`config.mk`:
```
export PLATFORM = sky130hd
export DESIGN_NAME = csi_packet_decoder
export DESIGN_NICKNAME = d
export VERILOG_FILES = /design/src/logic/csi_pkg.sv /design/src/logic/csi_packet_decoder.sv
export SDC_FILE = /design/constraint.sdc
export NUM_CORES = 1
export LEC_CHECK = 0
export ABC_AREA = 1
export BUFFER_PORTS_ARGS = -buffer_cell sky130_fd_sc_hd__buf_2
export CELL_PAD_IN_SITES_DETAIL_PLACEMENT = 0
export CELL_PAD_IN_SITES_GLOBAL_PLACEMENT = 1
export CORE_MARGIN = 2
export CORE_UTILIZATION = 35
export DETAILED_ROUTE_END_ITERATION = 10
export MAX_ROUTING_LAYER = met4
export PLACE_DENSITY_LB_ADDON = 0.3
export SLEW_MARGIN = 20
export SYNTH_ARGS = -nofsm -noshare
export SYNTH_HDL_FRONTEND = slang
export SYNTH_SLANG_ARGS = --single-unit
```
`constraint.sdc`:
```
create_clock -name clk_byte_hs -period 4.06 [get_ports clk_byte_hs]
set_clock_uncertainty 0.15 [all_clocks]
set_input_delay 0.609 -clock clk_byte_hs [delete_from_list [all_inputs] [get_ports clk_byte_hs]]
set_output_delay 0.609 -clock clk_byte_hs [all_outputs]
set_load 0.02 [all_outputs]
```
`src/logic/csi_pkg.sv`:
```
package csi_pkg;

    localparam int NUM_LANES      = 4;
    localparam int LANE_WORD_BITS = NUM_LANES * 8;       // One byte per lane per cycle

    // Data types at or above this value carry a payload
    localparam logic [5:0] LONG_PACKET_MIN_DT = 6'h10;

    // Lane 0 byte in data[7:0]
    typedef struct packed {
        logic                      valid;
        logic [LANE_WORD_BITS-1:0] data;
    } csi_word_t;

    typedef enum logic [5:0] {
        FRAME_START = 6'h00,
        FRAME_END   = 6'h01,
        LINE_START  = 6'h02,
        LINE_END    = 6'h03,
        RAW10       = 6'h2B
    } csi_dt_e;

    // Byte 0 in the low bits, so the members run from byte 3 down
    typedef struct packed {
        logic [7:0]  ecc;                                // Byte 3
        logic [15:0] word_count;                         // Bytes 2 and 1, byte 1 low
        logic [1:0]  vc;                                 // Byte 0 upper bits
        csi_dt_e     dt;                                 // Byte 0 lower bits
    } csi_header_t;

    typedef struct packed {
        logic                      valid;
        logic                      last;                 // Final word of the packet
        logic [LANE_WORD_BITS-1:0] data;
    } payload_beat_t;

endpackage

```
`src/logic/csi_packet_decoder.sv`:
```
`timescale 1ns/1ns

module csi_packet_decoder import csi_pkg::*; (
    input  logic          clk_byte_hs,
    input  logic          reset_n_i,
    input  csi_word_t     lane_i,
    output payload_beat_t payload_o,
    output logic          frame_valid_o
);

    typedef enum logic [1:0] {
        HEADER,
        RAW10_PAYLOAD,
        SKIP_PAYLOAD
    } dec_state_e;

    dec_state_e                state_q;
    csi_header_t               hdr;
    logic                      is_long;
    logic                      take_word;
    logic [13:0]               words_left_q;         // Payload words still expected
    logic                      beat_valid_q;
    logic                      beat_last_q;
    logic [LANE_WORD_BITS-1:0] beat_data_q;
    logic                      frame_valid_q;

    assign hdr = csi_header_t'(lane_i.data);

    // Zero-length long packets have no payload to track
    assign is_long = (hdr.dt >= LONG_PACKET_MIN_DT) && (hdr.word_count[15:2] != '0);

    assign take_word = lane_i.valid && (state_q == RAW10_PAYLOAD) && (words_left_q != '0);

    always_ff @(posedge clk_byte_hs or negedge reset_n_i)
    begin
        if (!reset_n_i)
        begin
            state_q      <= HEADER;
            words_left_q <= '0;
        end
        else
        begin
            case (state_q)
                HEADER:
                begin
                    if (lane_i.valid && is_long)
                    begin
                        words_left_q <= hdr.word_count[15:2];    // Bytes to 32-bit words
                        state_q      <= (hdr.dt == RAW10) ? RAW10_PAYLOAD : SKIP_PAYLOAD;
                    end
                end
                RAW10_PAYLOAD, SKIP_PAYLOAD:
                begin
                    if (!lane_i.valid)
                    begin
                        state_q <= HEADER;                       // Packet run has ended
                    end
                    else if (words_left_q != '0)
                    begin
                        words_left_q <= words_left_q - 1'b1;
                    end
                end
                default:
                begin
                    state_q <= HEADER;
                end
            endcase
        end
    end

    always_ff @(posedge clk_byte_hs or negedge reset_n_i)
    begin
        if (!reset_n_i)
        begin
            frame_valid_q <= 1'b0;
        end
        else if (lane_i.valid && (state_q == HEADER))
        begin
            case (hdr.dt)
                FRAME_START: frame_valid_q <= 1'b1;
                FRAME_END:   frame_valid_q <= 1'b0;
                default:     frame_valid_q <= frame_valid_q;   // Line markers are ignored
            endcase
        end
    end

    always_ff @(posedge clk_byte_hs or negedge reset_n_i)
    begin
        if (!reset_n_i)
        begin
            beat_valid_q <= 1'b0;
            beat_last_q  <= 1'b0;
        end
        else
        begin
            beat_valid_q <= take_word;
            beat_last_q  <= take_word && (words_left_q == 14'd1);
        end
    end

    always_ff @(posedge clk_byte_hs)
    begin
        if (take_word)
        begin
            beat_data_q <= lane_i.data;
        end
    end

    assign payload_o = '{valid: beat_valid_q, last: beat_last_q, data: beat_data_q};

    assign frame_valid_o = frame_valid_q;

endmodule

```
After elaboration in Yosys (flattened, before gate mapping)

Index checks and enable logic that the tools add are counted.

Register bits after elaboration: 51
Logic and storage cells: 42

Add/subtract/negate cells: 1
Magnitude comparators: 1
Multiplexer cells: 9
Equal/unequal tests: 9
Reductions and logical operators: 16

Operators by type and width:

| kind                                                                                 | count |
|---|---|
| 14-bit 2-to-1 mux                                                                    | 3 |
| 14-bit case mux with 2 select lines                                                  | 1 |
| 14-bit nonzero test                                                                  | 2 |
| 14-bit by 1-bit equality test with 1-bit output (second input constant)              | 1 |
| 14-bit by 1-bit subtractor with 14-bit output (second input constant)                | 1 |
| 2-bit inequality test (second input constant)                                        | 4 |
| 6-bit by 1-bit equality test with 1-bit output (second input constant)               | 1 |
| 6-bit equality test (second input constant)                                          | 1 |
| 6-bit by 5-bit greater-or-equal comparator with 1-bit output (second input constant) | 1 |
| 1-bit logical AND                                                                    | 6 |
| 6-bit zero test                                                                      | 1 |
| 2-bit 2-to-1 mux                                                                     | 3 |
| 2-bit case mux with 2 select lines                                                   | 1 |
| 2-bit AND reduction                                                                  | 2 |
| 4-bit AND reduction                                                                  | 1 |
| 2-bit nonzero test                                                                   | 2 |
| 2-bit by 1-bit equality test with 1-bit output (second input constant)               | 1 |
| 2-bit equality test (second input constant)                                          | 1 |
| 2-bit zero test                                                                      | 1 |
| 1-bit case mux with 2 select lines                                                   | 1 |
| 2-bit OR reduction                                                                   | 1 |

Depth between registers and ports, before layout

Depth in word-level cells: 5
Depth in mapped cells: 12

Least setup slack after synthesis

OpenSTA, ideal clock, no wires.

Path kind: register -> register
From: register words_left_q[0]
To: register beat_data_q[0] (enable)
Setup slack: 1.158 ns
Required time: 3.487 ns
Cell stages (with the launch flop): 8
Arrival time: 2.329 ns
Clock period less this slack: 2.902 ns
Cell sequence: dfrtp_1 > inv_1 > ha_1 > nand2_2 > nor2_4 > nand2_2 > inv_1 > nor2_1

Longest elaborated chain between the ends: 2

RTL lines:

| item                   | line                      | text |
|---|---|---|
| start, declared        | csi_packet_decoder.sv:21  | `logic [13:0] words_left_q;` |
| start signal, assigned | csi_packet_decoder.sv:48  | `words_left_q <= hdr.word_count[15:2];` |
| start signal, assigned | csi_packet_decoder.sv:60  | `words_left_q <= words_left_q - 1'b1;` |
| 14-bit nonzero test    | csi_packet_decoder.sv:32  | `assign take_word = lane_i.valid && (state_q == RAW10_PAYLOAD) && (words_left_q != '0);` |
| 1-bit logical AND      | csi_packet_decoder.sv:32  |  |
| named net take_word    | csi_packet_decoder.sv:20  | `logic take_word;` |
| end signal, assigned   | csi_packet_decoder.sv:105 | `beat_data_q <= lane_i.data;` |
| end, declared          | csi_packet_decoder.sv:24  | `logic [LANE_WORD_BITS-1:0] beat_data_q;` |

The timed path passes the listed nets, and every way through them passes these cells.
A chain may end at the register's enable or synchronous reset.

Worst setup path in the final report

From: register state_q[0]
To: register words_left_q[12]

Longest elaborated chain between the ends: 4
Elaborated cells between the ends (all ways): 10
Those cells by class: eq/ne: 5; mux: 1; reduce/logical: 4

RTL lines:

| item                                                                                  | line                     | text |
|---|---|---|
| start, declared                                                                       | csi_packet_decoder.sv:17 | `dec_state_e state_q;` |
| start signal, assigned                                                                | csi_packet_decoder.sv:49 | `state_q <= (hdr.dt == RAW10) ? RAW10_PAYLOAD : SKIP_PAYLOAD;` |
| 2-bit by 1-bit equality test with 1-bit output or 2-bit equality test (tied branches) | csi_packet_decoder.sv:43 | `case (state_q)` |
| 2-bit OR reduction                                                                    | csi_packet_decoder.sv:43 |  |
| 2-bit inequality test (no line) or 2-bit nonzero test (tied branches)                 | n/a                      |  |
| 4-bit AND reduction (no line)                                                         | n/a                      |  |

Several ways; a longest one is shown, not always the timed one.

==> results.txt <==
The flow ran to the end, and the final reports show no timing, DRC or antenna violations. Once detail routing completed, the nets flagged for antenna violations numbered 0. In this run the count of I/O pins placed on the die edge is 70. First-pass detailed-route iteration total: 4.

The logs give 0.30 ns for the clock latency on the worst-skew pair and 0 for the setup violation total in the final timing report. The peak fanout along the critical path came out at 18. For the worst setup path, the data required time is 4.11 ns.

Input and output buffers added on the ports amount to 69. Launching element type of the critical path: a flip-flop. The number of global-route vias before repair is 1713. For this configuration, the core starts out at a cell density of 35.6%. Counting I/O delays and the setup requirement, the final critical path takes 2.33 ns. In this run, CTS created clock tree buffers numbering 5. In the layout the commonest cells are sky130_fd_sc_hd__nand2_1 (96), sky130_fd_sc_hd__buf_2 (69), sky130_fd_sc_hd__edfxtp_1 (32). The count of final hold-check violations came out at 0. For this run the aggregate overflow at the end of global routing stands at 0. The mean area per synthesized cell was 9.25 um2; the number of core rows was 30. For the detailed-route DRC error count, the log shows 0. For met3 alone, demand over resource in global routing was 3.62%. Summed over all nets, the half-perimeter wirelength after detailed placement is 3860 um. STA puts the critical path data arrival time at 2.38 ns. In the final routed layout, each cell accounts on average for 12.5 um.

The number of cells on the worst reg-to-reg path is 9. Setup slack on the critical path of the routed design comes to 1.73 ns. TritonCTS built the clock tree. The fraction of layout instances using a drive strength above 1 is 27.7%.

The fraction of the mapped netlist area in compound gates came out at 2.53%. After routing, the total negative slack on setup checks comes to 0 ns. The die covers 7470 um2.

Clock slew seen by the registers of the worst setup and hold paths: 0.10 ns. The static leakage power is 1.41 nW, and the layout overhead on the synthesized area is 22.1%. The final net count came out at 367. The kind of path behind the tightest hold check was input pin to async pin. The tool flagged a number of max-cap violations equal to 0. When the netlist entered floorplanning its net count stood at 296.

The width of the die is 86.4 um. Based on the critical path, the design can be clocked at up to 0.429 GHz. The tools report the critical path endpoint category as a flip-flop.

After clock tree synthesis, the flow added hold-fix buffers numbering 0. Measured against its own limit, the worst slew margin works out to 65.5%. The total number of vias is 1865. Main combinational cell family by area after synthesis: simple AND/OR/NAND/NOR gates. Fill cells in the final layout number 672. The number of different library cells used by synthesis comes to 22. The part of the cycle the worst path needs works out to 57.4%. Cell area after layout: 2900 um2.

The depth of the CTS H-tree was 2; the xor-xnor portion of the synthesized cell area was 0.368%. The first global-routing pass estimated 8290 um of wire. For this run, the number of Yosys warnings is 0. The final count of pins violating max slew is 0, and the power per cell area is 585 nW/um2.

For this run, the total global-route usage over all layers was measured as 14.6%. The endpoint of the most critical register-to-register path is words_left_q[12]$_DFFE_PN0P_. Wires add up to 5100 um. The met1 routing resource usage after global routing was 19.8%; the transition at the pin with the smallest max-transition slack was 0.518 ns.

Once the clock tree was built, the setup fixing pass inserted 0 buffers. The synthesis-stage register bit count came out at 51. The post-cts resize count came out at 0. The met2 demand-to-capacity share in global routing is 22.0%. The tools report the clock sink total as 51. The startpoint of the most critical register-to-register path was state_q[0]$_DFFE_PN0P_.

Of the post-synthesis cell area, the part taken by muxes is 0.842%. The run gives 95 as the number of DRC markers in iteration 0. After detailed routing, the number of vias per cell comes to 4.56.

For the register-to-register setup slack, the log shows 1.73 ns. The die is 86.4 um tall. After Yosys synthesis, full adders, half adders and majority gates account for 2.11% of the synthesized area.

The logs give 0.808 for the final weighted congestion in routability-driven placement and 0.221 mV for the worst supply voltage drop on vdd. Category of the critical setup timing path: flip-flop to flip-flop. Most common cell after layout, fill and taps aside: sky130_fd_sc_hd__nand2_1. The run gives 60.4% as the sequential element share of the synthesized area. After synthesis the cells add up to 2380 um2. The tools report the number of antenna violations at the first check in global routing as 0. After global routing, the most crowded layer is met2. The placement-stage cell area was 2790 um2. CTS placed an instance of sky130_fd_sc_hd__clkbuf_8 at the clock tree root. Counting every instance in the synthesized netlist gives 257. The post-synthesis share of cell area spent on and, or, nand and nor gates is 28.1%. The largest net degree at the start of global routing came out at 34. In this run the standard cell core region covers 6680 um2.

Counting along the longest clock path gives a buffer depth of 2. Setup repair after global routing left no endpoint under its margin. The number of antenna diodes in the final layout is 0. The tools report the worst slack after detailed placement as 1.70 ns.
==> registers in the layout, indices dropped and copies added, names as in the netlist <==
register	count
beat_data_q	32
words_left_q	14
state_q	2
beat_last_q	1
beat_valid_q	1
frame_valid_o	1
==> logic make-up (layout without fill, tap and decap cells) <==
family                   after synthesis  in the layout
AO/OA/AOI/OAI                         12             12
XOR/XNOR                               1              1
adder cells (fa/ha/maj)                4              4
buffers and inverters                 30            102
flip-flops                            51             51
multiplexers                           2              2
AND/OR/NAND/NOR                      157            157
==> per-layer routing <==
| metal | routed length [um] | share of wire (%) |
|---|---|---|
| met5 | 0 | 0 |
| met2 | 2260 | 44 |
| met1 | 2440 | 48 |
| met3 | 336 | 6.6 |
| met4 | 62 | 1.2 |
==> power by group <==
group	switching (mW)	internal [mW]	leakage (nW)
clock network	0.171	0.186	0.0548
logic	0.411	0.213	0.825
registers	0.0872	0.631	0.526
==> synthesized netlist by cell type <==
| master | count | area, um2 |
|---|---|---|
| sky130_fd_sc_hd__nand2_1 | 96 | 360 |
| sky130_fd_sc_hd__edfxtp_1 | 32 | 961 |
| sky130_fd_sc_hd__nor2_1 | 26 | 97.6 |
| sky130_fd_sc_hd__inv_1 | 23 | 86.3 |
| sky130_fd_sc_hd__dfrtp_1 | 19 | 475 |
| sky130_fd_sc_hd__nand3_1 | 17 | 85.1 |
| sky130_fd_sc_hd__o21ai_0 | 12 | 60.1 |
| sky130_fd_sc_hd__ha_1 | 4 | 50.1 |
| sky130_fd_sc_hd__nand2_2 | 4 | 25.0 |
| sky130_fd_sc_hd__nand4_1 | 3 | 18.8 |
| sky130_fd_sc_hd__nor3_1 | 3 | 15.0 |
| sky130_fd_sc_hd__or2_2 | 3 | 18.8 |
| sky130_fd_sc_hd__buf_4 | 2 | 15.0 |
| sky130_fd_sc_hd__buf_6 | 2 | 22.5 |
| sky130_fd_sc_hd__clkbuf_1 | 2 | 7.51 |
| sky130_fd_sc_hd__mux2i_1 | 2 | 20.0 |
| sky130_fd_sc_hd__nor2_4 | 2 | 22.5 |
| sky130_fd_sc_hd__and2_1 | 1 | 6.26 |
| sky130_fd_sc_hd__inv_2 | 1 | 3.75 |
| sky130_fd_sc_hd__nand2_4 | 1 | 11.3 |
| sky130_fd_sc_hd__nor2_2 | 1 | 6.26 |
| sky130_fd_sc_hd__xor2_1 | 1 | 8.76 |
==> metrics by stage <==
| step | power (mW) | instances | hold WS (ns) | utilization, % |
|---|---|---|---|---|
| 6_report | 1.70 | 409 | 0.104 | 43.4 |
| 5_1_grt | 1.85 | 409 | 0.121 | 43.4 |
| 4_1_cts | 1.71 | 409 | 0.110 | 43.4 |
| 3_5_place_dp | 1.36 | 401 | 0.337 | 41.7 |
| 3_3_place_gp | 1.35 | 401 | 0.333 | 41.7 |
| 2_1_floorplan | 1.22 | 257 | 0.163 | - |
==> worst max-delay path by stage <==
stage | cells past startpoint | start | slack (ns) | endpoint
after floorplan | 7 | words_left_q[0]$_DFFE_PN0P_ | 1.16 | beat_data_q[0]$_DFFE_PP_
after global placement | 9 | state_q[0]$_DFFE_PN0P_ | 1.76 | words_left_q[0]$_DFFE_PN0P_
after detailed placement | 9 | state_q[0]$_DFFE_PN0P_ | 1.70 | words_left_q[5]$_DFFE_PN0P_
after CTS | 9 | state_q[0]$_DFFE_PN0P_ | 1.68 | words_left_q[12]$_DFFE_PN0P_
after global routing | 9 | state_q[1]$_DFFE_PN0P_ | 1.44 | words_left_q[12]$_DFFE_PN0P_
final | 9 | state_q[0]$_DFFE_PN0P_ | 1.73 | words_left_q[12]$_DFFE_PN0P_
==> critical path, cell delays in order (launching register included) <==
cell                      delay (ns)
sky130_fd_sc_hd__dfrtp_1        0.38
sky130_fd_sc_hd__inv_1          0.05
sky130_fd_sc_hd__ha_1           0.61
sky130_fd_sc_hd__inv_1          0.34
sky130_fd_sc_hd__nand2_1        0.15
sky130_fd_sc_hd__nand2_2        0.07
sky130_fd_sc_hd__nand2_4        0.19
sky130_fd_sc_hd__inv_2          0.15
sky130_fd_sc_hd__nand2_1        0.09
sky130_fd_sc_hd__nand2_1        0.04
==> area by class of cell <==
class | instances | area (um2) | area share, %
clock inverters | 3 | 46.3 | 1.59
clock buffers | 5 | 68.8 | 2.37
multi-input cells | 176 | 808 | 27.8
inverters | 24 | 90.1 | 3.10
well taps | 80 | 100 | 3.45
repair buffers | 70 | 353 | 12.2
flip-flops and latches | 51 | 1440 | 49.5
No activity file was read; power rests on OpenSTA's default activity.
